==> src/source/cpuPackage.sv <==
package cpuPackage;

   typedef logic [15:0] word_t;
   typedef logic [2:0]  regSel_t;
   typedef logic [4:0]  opcode_t;
   typedef logic [2:0]  aluOp_t;

   // Opcodes of the supported subset
   localparam opcode_t OP_HALT    = 5'b00000;
   localparam opcode_t OP_NOP     = 5'b00001;
   localparam opcode_t OP_ADDI    = 5'b01000;
   localparam opcode_t OP_SUBI    = 5'b01001;
   localparam opcode_t OP_XORI    = 5'b01010;
   localparam opcode_t OP_BEQZ    = 5'b01100;
   localparam opcode_t OP_BNEZ    = 5'b01101;
   localparam opcode_t OP_J       = 5'b00100;
   localparam opcode_t OP_JAL     = 5'b00110;
   localparam opcode_t OP_ST      = 5'b10000;
   localparam opcode_t OP_LD      = 5'b10001;
   localparam opcode_t OP_LBI     = 5'b11000;
   localparam opcode_t OP_RFORMAT = 5'b11011;

   localparam aluOp_t ALU_ADD   = 3'd0;
   localparam aluOp_t ALU_SUB   = 3'd1;
   localparam aluOp_t ALU_XOR   = 3'd2;
   localparam aluOp_t ALU_AND   = 3'd3;
   localparam aluOp_t ALU_PASSB = 3'd4;

   // Destination field select
   localparam logic [1:0] DST_RD   = 2'd0;
   localparam logic [1:0] DST_IMM  = 2'd1;
   localparam logic [1:0] DST_RS   = 2'd2;
   localparam logic [1:0] DST_LINK = 2'd3;

   // Immediate width and extension
   localparam logic [1:0] IMM_S5  = 2'd0;
   localparam logic [1:0] IMM_Z5  = 2'd1;
   localparam logic [1:0] IMM_S8  = 2'd2;
   localparam logic [1:0] IMM_S11 = 2'd3;

   localparam int IMEM_DEPTH = 256;
   localparam int DMEM_DEPTH = 256;
   localparam regSel_t LINK_REG = 3'd7;

   typedef struct packed {
      logic       halt;
      logic       jump;
      logic       jumpImm;
      logic       link;
      logic       branchZero;
      logic       branchNonZero;
      logic       memRead;
      logic       memWrite;
      logic       memToReg;
      logic       aluSrc;
      logic       regWrite;
      logic [1:0] regDst;
      logic [1:0] immSel;
      aluOp_t     aluOp;
   } controlSignals_t;

   typedef struct packed {
      logic    valid;
      regSel_t sel;
      word_t   data;
   } commit_t;

   typedef struct packed {
      logic       enable;
      logic [7:0] address;
      word_t      data;
   } programWrite_t;

endpackage

==> src/source/control.sv <==
`timescale 1ns/1ps

module control (
   input  cpuPackage::word_t           instruction,
   output cpuPackage::controlSignals_t controls,
   output logic                        illegal
);
   import cpuPackage::*;

   opcode_t opcode;
   logic [1:0] extension;

   assign opcode = instruction[15:11];
   assign extension = instruction[1:0];

   always_comb begin
      // Everything off unless the opcode turns it on
      controls = '0;
      illegal = 1'b0;
      case (opcode)
         OP_HALT: begin
            controls.halt = 1'b1;
         end
         OP_NOP: begin
         end
         OP_ADDI, OP_SUBI, OP_XORI: begin
            controls.aluSrc = 1'b1;
            controls.regWrite = 1'b1;
            controls.regDst = DST_IMM;
            controls.immSel = (opcode == OP_XORI) ? IMM_Z5 : IMM_S5;
            controls.aluOp = (opcode == OP_ADDI) ? ALU_ADD :
                             (opcode == OP_SUBI) ? ALU_SUB : ALU_XOR;
         end
         OP_LBI: begin
            controls.aluSrc = 1'b1;
            controls.regWrite = 1'b1;
            controls.regDst = DST_RS;
            controls.immSel = IMM_S8;
            controls.aluOp = ALU_PASSB;
         end
         OP_LD: begin
            controls.memRead = 1'b1;
            controls.memToReg = 1'b1;
            controls.aluSrc = 1'b1;
            controls.regWrite = 1'b1;
            controls.regDst = DST_IMM;
            controls.immSel = IMM_S5;
            controls.aluOp = ALU_ADD;
         end
         OP_ST: begin
            controls.memWrite = 1'b1;
            controls.aluSrc = 1'b1;
            controls.immSel = IMM_S5;
            controls.aluOp = ALU_ADD;
         end
         OP_BEQZ, OP_BNEZ: begin
            controls.branchZero = (opcode == OP_BEQZ);
            controls.branchNonZero = (opcode == OP_BNEZ);
            controls.immSel = IMM_S8;
         end
         OP_J, OP_JAL: begin
            controls.jumpImm = 1'b1;
            controls.immSel = IMM_S11;
            // JAL saves the return address in r7
            controls.link = (opcode == OP_JAL);
            controls.regWrite = (opcode == OP_JAL);
            controls.regDst = DST_LINK;
         end
         OP_RFORMAT: begin
            controls.regWrite = 1'b1;
            controls.regDst = DST_RD;
            case (extension)
               2'b00: controls.aluOp = ALU_ADD;
               2'b01: controls.aluOp = ALU_SUB;
               2'b10: controls.aluOp = ALU_XOR;
               default: controls.aluOp = ALU_AND;
            endcase
         end
         default: begin
            // Unknown opcode keeps all writes and stores off
            illegal = 1'b1;
         end
      endcase
   end

endmodule

==> config.mk <==
export PLATFORM = sky130hd
export DESIGN_NAME = control
export DESIGN_NICKNAME = d
export VERILOG_FILES = /design/src/source/cpuPackage.sv /design/src/source/control.sv
export SDC_FILE = /design/constraint.sdc
export NUM_CORES = 1
export LEC_CHECK = 0
export BUFFER_PORTS_ARGS = -buffer_cell sky130_fd_sc_hd__buf_4
export CAP_MARGIN = 20
export CORE_AREA = 8 8 45 47
export DETAILED_ROUTE_END_ITERATION = 6
export DIE_AREA = 0 0 53 55
export GPL_ROUTABILITY_DRIVEN = 0
export SLEW_MARGIN = 20
export SYNTH_ARGS = -nofsm -noshare
export SYNTH_HDL_FRONTEND = slang
export SYNTH_SLANG_ARGS = --single-unit
export TNS_END_PERCENT = 10
==> constraint.sdc <==
create_clock -name vclk -period 2.7
set_input_delay 0.27 -clock vclk [all_inputs]
set_output_delay 0.27 -clock vclk [all_outputs]
set_load 0.03 [all_outputs]
==> results, run 1 <==
- The number of nets in the synthesized netlist is 74.
- The signal arrival time at the worst endpoint is 1.38 ns.
- The library cells used most frequently in the layout, excluding fill and tap cells, are sky130_fd_sc_hd__buf_4, sky130_fd_sc_hd__nor2_1, sky130_fd_sc_hd__nand2_1.
- Using the TritonRoute via totals, the vias-per-cell ratio works out to 4.923.
- The number of setup buffers added after CTS is 0.
- The worst hold path passes through 3 cells.
- The total vias in the final route is 448.
- The part of the power in combinational logic is 100.0%.
- The cell area power density is 170.7 nW/µm².
- The placement-stage worst setup slack is 1.047 ns.
- The floorplan step set the die width to 53 µm.
- The sum of negative setup slack is 0 ns.
- The first global-routing pass estimated 1738 µm of wire.
- The share of power burned in registers is 0%.
- The family with the most delay on the worst path is simple AND/OR/NAND/NOR gates.
- During synthesis, Yosys emitted a total of 0 warnings.
- Entering global routing, the biggest net connects 19 pins.
- The signal on the critical path passes through buf_4, nand2b_1, or3_4, inv_2, a31oi_1, o22ai_1, buf_4.
- The post-synthesis xor/xnor area fraction is 0%.
- In the routed design, unresolved DRC markers number 0.
- Of the total synthesized cell area, the portion taken by full adders, half adders and majority gates is 2.676%.
- The fraction of the mapped netlist area in simple logic gates is 49.16%.
- After detailed routing, the average wire length per cell comes to 12.11 µm.
- The first element of the critical path is instruction[15].
- The main combinational cell family by area after synthesis is simple AND/OR/NAND/NOR gates.
- The multiplexer share of the synthesized area is 0%.
- The sequential area share after synthesis is 0%.
- The number of max-slew violations in the final report came to 0.
- The routed design has 1102 µm of wire.
- The wire-length estimate of the detail-placed layout is 856.7 µm.
- For this run, the slowest stage of the critical path takes 0.36 ns.
- The type of the worst setup path is in2out.
- STA classifies the critical path startpoint as an input pin.
- The floorplan step defined a die boundary enclosing 2915 µm².
- Summing the areas of all compound-gate instances in the mapped netlist gives 26.09% of the synthesized area.
- Leaving out fill and tap cells, the most frequent cell in the layout is sky130_fd_sc_hd__buf_4.
- Based on the critical path, the design can be clocked at up to 607.8 MHz.
- Together, buffers and inverters on the worst path number 3.
- For this block, the initial DRC count from the detailed router was 6.
- The floorplan core area is 1384 µm².
- After floorplanning, the core was divided into 14 placement rows.
- The number of antenna violations at the first check in global routing was 0.
- The kind of end point of the critical path is an output port.
- IR analysis of the VDD net gives a maximum drop of 124.8 µV.
- The residual overflow from global routing is 0.
- The depth of the critical timing path with buffers and inverters included is 7.
- The pre-antenna-repair detailed-routing pass consisted of 4 iterations.
- The number of setup violations in the final report is 0.
- The gate count after technology mapping is 58.
- In this run the biggest area consumer among cell types represents 7.358% of the synthesized area.
- The synthesis-to-finish area growth is 37.46%.
- After filler insertion, the fill cell instance count of the layout stands at 162.
- The post-route minimum period is 1.645 ns.
- The number of instances resized during post-cts repair is 0.
- The top-level I/O count is 35.
- In this run the tool buffered the top-level ports with 25 buffer cells.
- The number of hold buffers added after CTS was 0.
- After synthesis the cells add up to 374.1 µm².
- In this run the worst path has a maximum fanout of 17.
- The final layout contains a sequential cell count of 0.
- In this run the most critical hold path is launched from instruction[13].
- The internal power of the cells totals 0.03452 mW.
- In this run the remaining antenna-violating nets after routing total 0.
- Summed over all nets, the switching power comes to 0.05324 mW.
- The initial standard-cell utilization of the core is 27.03%.
- The vertical extent of the die is 55 µm.
- The standard cell with the maximum stage delay on the critical path is sky130_fd_sc_hd__or3_4.
- The worst min-delay path class is in2out.
- The area of all sequential standard cells is 0 µm².
- The hold violation total from the final report came to 0.
- Across the run, the number of max-cap violations was 0.
- The part of the cycle the worst path needs is 60.94%.
- By area the synthesized netlist is led by sky130_fd_sc_hd__clkbuf_8, sky130_fd_sc_hd__nand2_1, sky130_fd_sc_hd__nor2_1.
- Setup repair after global routing left no endpoint under its margin.
- For hold timing, the worst endpoint is controls[8].
- The fraction of power spent switching nets is 60.67%.
- The cell type with the highest aggregate area in the netlist is sky130_fd_sc_hd__clkbuf_8.
- Once routing completed, OpenROAD measured the worst setup slack at 1.055 ns.
- The repair_antennas step left the layout with diodes totalling 0.
- For this run, the post-layout net count is 93.
- Each instance of the synthesized netlist takes up on average 6.450 µm².
- The required arrival time at the worst endpoint is 2.43 ns.
- The flow ran to the end, and the final reports show no timing, DRC or antenna violations.
- Measured on the finished design, the core utilization comes to 37.16%.
- The static leakage power is 0.2601 nW.
- Synthesis instantiated 35 different standard cells from the library.
- The via count of the first global-routing pass is 385.
- The portion of total power attributed to the clock network is 0%.
- In the final layout, the share of cells above drive strength 1 is 42.67%.
- The global router's overall resource usage is 7.030%.
- The most repeated library cell on the critical path is sky130_fd_sc_hd__buf_4.
- The layout has 0 clock buffers.
-- tightest hold or removal path: stages --
cell and delay [ns]:
sky130_fd_sc_hd__buf_4 0.16, sky130_fd_sc_hd__a2111oi_2 0.05, sky130_fd_sc_hd__buf_4 0.16
-- cells by family after synthesis --
family | after synthesis
buffers and inverters | 11
adder cells (fa/ha/maj) | 1
AO/OA/AOI/OAI | 14
other | 1
AND/OR/NAND/NOR | 31
-- worst max-delay path by stage --
stage / slack [ns] / endpoint
after global routing: 0.99 / controls[7]
final: 1.05 / controls[7]
after floorplan: 0.86 / illegal
after CTS: 1.05 / controls[8]
after global placement: 1.05 / controls[7]
after detailed placement: 1.05 / controls[8]
-- per-stage QoR --
stage	hold slack (ns)	cells	power, mW	cell area [µm²]
after floorplan	0.7673	58	0.06477	374.1
after global placement	0.9047	91	0.08858	514.2
after detailed placement	0.9044	91	0.08838	514.2
after CTS	0.9042	91	0.08850	514.2
after global routing	0.9288	91	0.09481	514.2
final	0.9045	91	0.08776	514.2
-- cells in the mapped netlist, drive strengths merged, types with 2 or more instances --
master,count
buf,5
nand2,5
nor2,5
a21oi,3
and2b,3
and3,3
clkbuf,3
inv,3
nand3,3
nor3,3
o21ai,3
o22ai,2
or2,2
-- per-layer routing --
| metal | GRT usage [%] | wire length, µm |
|---|---|---|
| met5 | 0 | 0 |
| met2 | 11.91 | 560 |
| met3 | 1.337 | 83 |
| met4 | 0 | 0 |
| met1 | 9.502 | 458 |
-- layout make-up --
cell class	instances	area (µm²)	share of cell area [%]
Timing Repair Buffer	25	187.7	36.50
Inverter	3	11.26	2.190
Multi-Input combinational cell	47	295.3	57.42
Tap cell	16	20.02	3.893
-- power by group through the flow --
stage                     Sequential [mW]  Combinational, mW  Clock (mW)
after floorplan                         0             0.0648           0
after global routing                    0             0.0948           0
after CTS                               0             0.0885           0
after global placement                  0             0.0886           0
after detailed placement                0             0.0884           0
final                                   0             0.0878           0
(Power assumes the default switching activity.)
==> run 2: changes to the inputs <==
Settings changed: ABC_AREA set to 1.
Clock period 2.7 ns to 1.7 ns, I/O delays scaled along.
==> run 2 against run 1 <==
  * Global-route usage shrank 0.054 points
  * Power grew 43%
  * Final area shrank 8.5%
  * Combinational power grew 44%
  * Area after synthesis shrank 26%
  * Core utilization shrank 3.2 points
  * Largest power group unchanged
==> results, run 2 <==
- Outcome: finished, final reports clean (unchanged).
- The number of DRC markers in iteration 0 is 5 (was 6).
- The worst-case hold path end point is controls[1] (was controls[8]).
- The total vias in the final route is 405 (was 448).
- The die boundary width is 53 µm (unchanged).
- The number of nets in the layout came to 98 (was 93).
- The number of placed instances with taps included was 96 (was 91).
- The vertical extent of the die is 55 µm (unchanged).
- The library cell with the highest instance count after synthesis is sky130_fd_sc_hd__nand3_1.
- The startpoint kind of the worst setup timing path is an input pin (unchanged).
- The top-level I/O count is 35 (unchanged).
- The residual overflow from global routing was 0 (unchanged).
- The number of antenna violations at the first check in global routing came to 0 (unchanged).
- The largest net degree at the start of global routing was 8 (was 19).
- The global-route met2 utilization is 11.72% (was 11.91%).
- The via count of the first global-routing pass is 406 (was 385).
- The kind of end point of the critical path is an output port (unchanged).
- The max-cap violation count is 0 (unchanged).
- The warning count from the yosys run is 0 (unchanged).
- For this run, the top clock speed supported by timing is 819.8 MHz.
- The global routing's busiest layer was met2 (unchanged).
- The required arrival time at the worst endpoint is 1.53 ns (was 2.43 ns).
- The global router's overall resource usage was 6.975% (was 7.030%).
- The fraction of post-synthesis cell area in the top cell type by area is 19.82% (was 7.358%).
- The cell type with the highest aggregate area in the netlist is sky130_fd_sc_hd__nand3_1 (was sky130_fd_sc_hd__clkbuf_8).
- The count of port buffers added during placement was 25 (unchanged).
- The number of fill cells came to 163 (was 162).
- The remaining design rule violation count was 0 (unchanged).
- The number of vias per cell came to 4.219 (was 4.923).
- The launch point of the worst hold path was instruction[1] (was instruction[13]).
- The number of max-slew violations in the final report came to 0 (unchanged).
- The total standard cell area after synthesis is 277.8 µm² (was 374.1 µm²).
- Most frequent cells in the layout: sky130_fd_sc_hd__buf_4, sky130_fd_sc_hd__nand3_1, sky130_fd_sc_hd__nor2_1, sky130_fd_sc_hd__inv_1, sky130_fd_sc_hd__nand2_1 (was sky130_fd_sc_hd__buf_4, sky130_fd_sc_hd__nor2_1, sky130_fd_sc_hd__nand2_1).
- The worst min-delay path class was in2out (unchanged).
- The sequential area share after synthesis is 0% (unchanged).
- The static leakage power is 0.3152 nW (was 0.2601 nW).
- The area of the die is 2915 µm² (unchanged).
- The synthesized net count came to 73 (was 74).
- Leading cell types by total area after synthesis: sky130_fd_sc_hd__nand3_1, sky130_fd_sc_hd__nor2_1, sky130_fd_sc_hd__inv_1 (was sky130_fd_sc_hd__clkbuf_8, sky130_fd_sc_hd__nand2_1, sky130_fd_sc_hd__nor2_1).
- The sum of negative setup slack is 0 ns (unchanged).
- The number of hold-repair buffers added at the cts stage is 0 (unchanged).
- The worst stage delay on the critical path is 0.19 ns (was 0.36 ns).
- The hold violation total from the final report is 0 (unchanged).
- Commonest cells in the synthesized netlist: sky130_fd_sc_hd__nand3_1, sky130_fd_sc_hd__nor2_1, sky130_fd_sc_hd__inv_1, sky130_fd_sc_hd__nand2_1, sky130_fd_sc_hd__inv_2 (was sky130_fd_sc_hd__nand2_1, sky130_fd_sc_hd__nor2_1).
- The gate count after technology mapping is 57 (was 58).
- The clock buffer instance count of the final layout is 0 (unchanged).
- The number of setup violations in the final report is 0 (unchanged).
- The synthesis-to-finish area growth is 69.37% (was 37.46%).
- The fraction of layout instances using a drive strength above 1 is 45.00% (was 42.67%).
- The number of diodes came to 0 (unchanged).
- The signal arrival time at the worst endpoint is 1.05 ns (was 1.38 ns).
- The worst path in the final design needs a cycle of 1.220 ns, including I/O delays and setup.
- The cell area power density is 267.2 nW/µm² (was 170.7 nW/µm²).
- The total design power came to 0.1257 mW (was 0.08776 mW).
- The critical-path maximum fanout is 3 (was 17).
- The number of standard-cell rows in the floorplan came to 14 (unchanged).
- The floorplan core area was 1384 µm² (unchanged).
- The met3 demand-to-capacity share in global routing is 2.941% (was 1.337%).
- The post-route antenna net violation count is 0 (unchanged).
- The number of instances resized during post-cts repair is 0 (unchanged).
- The area occupied by multi-input gates was 214.0 µm² (was 295.3 µm²).
- The final critical path takes up 71.75% of the cycle.
- The standard cell with the maximum stage delay on the critical path was sky130_fd_sc_hd__nor2_1 (was sky130_fd_sc_hd__or3_4).
- The count of TritonRoute iterations in the first routing pass is 2 (was 4).
- The type of the worst setup path is in2out (unchanged).
- The post-detailed-placement half-perimeter wirelength is 903.5 µm (was 856.7 µm).
- The initial standard-cell utilization of the core is 20.07% (was 27.03%).
- The count of non-filler cells in the finished layout is 96 (was 91).
- The post-CTS setup-driven buffer insertion count was 0 (unchanged).
- The detailed-route wire length is 1013 µm (was 1102 µm).
- The hold-critical path depth is 4 (was 3).
- The most frequent standard cell in the layout excluding fill and tap cells was sky130_fd_sc_hd__buf_4 (unchanged).
- The post-synthesis average cell area came to 4.873 µm² (was 6.450 µm²).
- The met1 track demand over resource in global routing is 8.597% (was 9.502%).
- The number of different library cells in the post-synthesis netlist is 14 (was 35).
- The post-layout utilization of the core is 34.00% (was 37.16%).
- The worst-case vdd ir drop is 96.33 µV (was 124.8 µV).
- Setup repair after global routing missed its margin: no (unchanged).
- The sequential cell count came to 0 (unchanged).
- Cell Chain, Critical Path: buf_4, nor2_1, inv_1, nor2_2, nor2_2, nand3_1, buf_4 (was buf_4, nand2b_1, or3_4, inv_2, a31oi_1, o22ai_1, buf_4).
- The wire length per cell after detailed routing is 10.55 µm (was 12.11 µm).
- The wire length of the first global-routing pass is 1704 µm (was 1738 µm).
- The area of all sequential standard cells is 0 µm² (unchanged).
[run 2: changes by cell type in the layout (fill, tap and decap cells not counted), sizes merged, moves of 5 or more]
| cell | change |
|---|---|
| nor2 | +10 |
| nand3 | +9 |
| nand2 | +5 |
| inv | +10 |
[run 2: kinds of logic after synthesis]
group | share of synthesized area, %
buffers and inverters | 22.97
AO/OA/AOI/OAI | 3.604
AND/OR/NAND/NOR | 72.07
other | 1.350
[run 2: power by group]
group | total [mW] | internal (mW) | switching, mW | leakage, nW
clock | 0 | 0 | 0 | 0
combinational | 0.126 | 0.0440 | 0.0817 | 0.315
sequential | 0 | 0 | 0 | 0
total | 0.126 | 0.0440 | 0.0817 | 0.315
[run 2: area by class of cell]
cell class / instances / share of cell area (%)
multi-input cells: 42 / 45.48
repair buffers: 25 / 39.89
inverters: 13 / 10.37
well taps: 16 / 4.255
[run 2: worst max-delay path by stage]
stage | start | end | slack (ns) | depth (start not counted)
after floorplan | instruction[14] | illegal | 0.35 | 5
after global placement | instruction[13] | controls[8] | 0.46 | 7
after detailed placement | instruction[13] | controls[8] | 0.48 | 7
after CTS | instruction[12] | illegal | 0.47 | 6
after global routing | instruction[12] | illegal | 0.36 | 6
final | instruction[13] | controls[8] | 0.48 | 7
[run 2: per-layer routing]
layer	part of all wire, %	up-vias	wire length, µm
li1	-	220	-
met1	42	171	425
met2	46	14	471
met3	12	0	117
met4	0	0	0
met5	0	-	0
[run 2: stage by stage]
step	hold slack, ns	instance area [µm²]	worst slack (ns)
after global routing	0.7127	470.5	0.3595
after CTS	0.6906	470.5	0.4694
final	0.6854	470.5	0.4802
after global placement	0.6816	470.5	0.4609
after detailed placement	0.6903	470.5	0.4787
after floorplan	0.4622	277.8	0.3520
[run 2: worst max-delay path: cells and delay by family]
kind / cells / cell delay, ns
AND/OR/NAND/NOR: 4 / 0.49
buffers and inverters: 3 / 0.38
==> run 3: changes to the inputs <==
Clock period 1.7 ns to 1.2 ns, I/O delays scaled along.
==> run 3 against run 2 <==
  * Final area grew 5.3%
  * Worst setup slack worse by 0.41 ns
  * Highest routed layer unchanged
  * Largest cell class unchanged
  * Sequential share of layout area stayed put
  * Non-clock buffer count increased by 2
  * Combinational power rose by 49%
  * Flip-flop and latch count unchanged
  * Power rose by 50%
  * Hold slack got worse by 0.098 ns
  * First-iteration DRC count up 80%
  * Critical endpoint is now illegal
  * Clock-buffer cell count unchanged
==> results, run 3 (synthesis results as in run 2) <==
- The post-layout worst setup margin is 0.07356 ns (was 0.4802 ns).
- The top-level I/O count is 35 (unchanged).
- The count of port buffers added during placement is 25 (unchanged).
- The worst stage delay on the critical path came to 0.25 ns (was 0.19 ns).
- The number of DRC markers in iteration 0 was 9 (was 5).
- The floorplan core area is 1384 µm² (unchanged).
- The die boundary width is 53 µm (unchanged).
- Outcome: finished, final reports clean (unchanged).
- The largest net degree at the start of global routing is 8 (unchanged).
- The signal arrival time at the worst endpoint is 1.01 ns (was 1.05 ns).
- The top routing layer in use is met3 (unchanged).
- The static leakage power was 0.3259 nW (was 0.3152 nW).
- The synthesis-to-finish area growth came to 78.38% (was 69.37%).
- The standard cell with the maximum stage delay on the critical path is sky130_fd_sc_hd__nor2_1 (unchanged).
- The fraction of layout instances using a drive strength above 1 is 50.00% (was 45.00%).
- The number of placed instances with taps included is 98 (was 96).
- The global router's overall resource usage is 7.411% (was 6.975%).
- The sequential cell count is 0 (unchanged).
- The required arrival time at the worst endpoint was 1.08 ns (was 1.53 ns).
- The most frequent standard cell in the layout excluding fill and tap cells is sky130_fd_sc_hd__buf_4 (unchanged).
- The number of setup violations in the final report is 0 (unchanged).
- The kind of end point of the critical path is an output port (unchanged).
- The number of antenna violations at the first check in global routing is 0 (unchanged).
- The number of diodes is 0 (unchanged).
- The critical-path maximum fanout was 6 (was 3).
- Setup repair after global routing missed its margin: no (unchanged).
- The sum of negative setup slack is 0 ns (unchanged).
- The post-route antenna net violation count came to 0 (unchanged).
- The number of standard-cell rows in the floorplan was 14 (unchanged).
- The amount of wire on met3 after detailed routing was 103 µm (was 117 µm).
- Cell Chain, Critical Path: buf_4, nor2_1, nand3_2, nand3_1, nor2_2, buf_4 (was buf_4, nor2_1, inv_1, nor2_2, nor2_2, nand3_1, buf_4).
- The most repeated library cell on the critical path is sky130_fd_sc_hd__buf_4.
- The number of max-slew violations in the final report is 0 (unchanged).
- The startpoint kind of the worst setup timing path was an input pin (unchanged).
- The type of the worst setup path is in2out (unchanged).
- The post-detailed-placement half-perimeter wirelength was 915.6 µm (was 903.5 µm).
- The part of the cycle the worst path needs is 93.87%.
- The detailed-route wire length on metal 1 is 491 µm (was 425 µm).
- The clock buffer instance count of the final layout is 0 (unchanged).
- The max-cap violation count was 0 (unchanged).
- The via count of the first global-routing pass is 440 (was 406).
- The hold violation total from the final report is 0 (unchanged).
- The area of the die came to 2915 µm² (unchanged).
- The area of all sequential standard cells is 0 µm² (unchanged).
- The remaining design rule violation count is 0 (unchanged).
- The detailed-route wire length came to 1087 µm (was 1013 µm).
- The launch point of the worst hold path is instruction[1] (unchanged).
- The worst-case vdd ir drop is 161.6 µV (was 96.33 µV).
- The placement-stage worst setup slack was 0.05590 ns (was 0.4787 ns).
- The wire length of the first global-routing pass is 1814 µm (was 1704 µm).
- The post-route minimum period is 1.126 ns.
- The worst min-delay path class is in2out (unchanged).
- Most frequent cells in the layout: sky130_fd_sc_hd__buf_4, sky130_fd_sc_hd__nand3_1, sky130_fd_sc_hd__inv_1, sky130_fd_sc_hd__nand2_1, sky130_fd_sc_hd__nor2_1 (was sky130_fd_sc_hd__buf_4, sky130_fd_sc_hd__nand3_1, sky130_fd_sc_hd__nor2_1, sky130_fd_sc_hd__inv_1, sky130_fd_sc_hd__nand2_1).
- The count of TritonRoute iterations in the first routing pass came to 4 (was 2).
- Static timing analysis puts the maximum clock frequency at 887.8 MHz.
- The number of vias per cell is 4.296 (was 4.219).
- The post-CTS setup-driven buffer insertion count was 0 (unchanged).
- The total vias in the final route is 421 (was 405).
- The initial standard-cell utilization of the core is 20.07% (unchanged).
- The vertical extent of the die was 55 µm (unchanged).
- The cell area power density is 380.0 nW/µm² (was 267.2 nW/µm²).
- The residual overflow from global routing came to 0 (unchanged).
- The wire length per cell after detailed routing is 11.09 µm (was 10.55 µm).
- The routed length on met2 is 493 µm (was 471 µm).
- The number of nets in the layout is 100 (was 98).
- The count of non-filler cells in the finished layout was 98 (was 96).
- The first element of the critical path is instruction[12] (was instruction[13]).
run 3: routing by layer:
metal / vias to the layer above / GRT usage [%]
met3: 0 / 2.139
li1: 224 / -
met2: 17 / 12.11
met5: - / 0
met4: 0 / 0
met1: 180 / 9.955
run 3: worst max-delay path, delay by kind of cell:
family | cells | cell delay (ns)
and+or+nand+nor | 4 | 0.59
buffers and inverters | 2 | 0.29
run 3: cell type report:
cell class         instances  area (µm²)
well taps                 16       20.02
multi-input cells         42       224.0
inverters                 13       48.80
fillers                  159       888.4
repair buffers            27       202.7
run 3: through the flow:
stage	hold WS, ns	total power, mW	area, µm²	utilization [%]
2_1_floorplan	0.3622	0.1098	280.3	-
5_1_grt	0.6263	0.2059	495.5	35.80
3_3_place_gp	0.5822	0.1853	488.0	35.26
6_report	0.5872	0.1883	495.5	35.80
4_1_cts	0.5913	0.1870	488.0	35.26
3_5_place_dp	0.5913	0.1865	488.0	35.26
run 3: power breakdown:
part / switching, mW / leakage [nW] / internal, mW
clock network: 0 / 0 / 0
logic: 0.121 / 0.326 / 0.0676
registers: 0 / 0 / 0
total: 0.121 / 0.326 / 0.0676
run 3: final timing paths:
| check | endpoint | cells after the start |
|---|---|---|
| hold / removal | controls[1] | 4 |
| setup / recovery | illegal | 6 |
run 3: what timing repair did:
| item | CTS | global route |
|---|---|---|
| hold buffers | 0 | 0 |
| resized for setup | 0 | 2 |
| setup endpoints to repair | 0 | 3 |
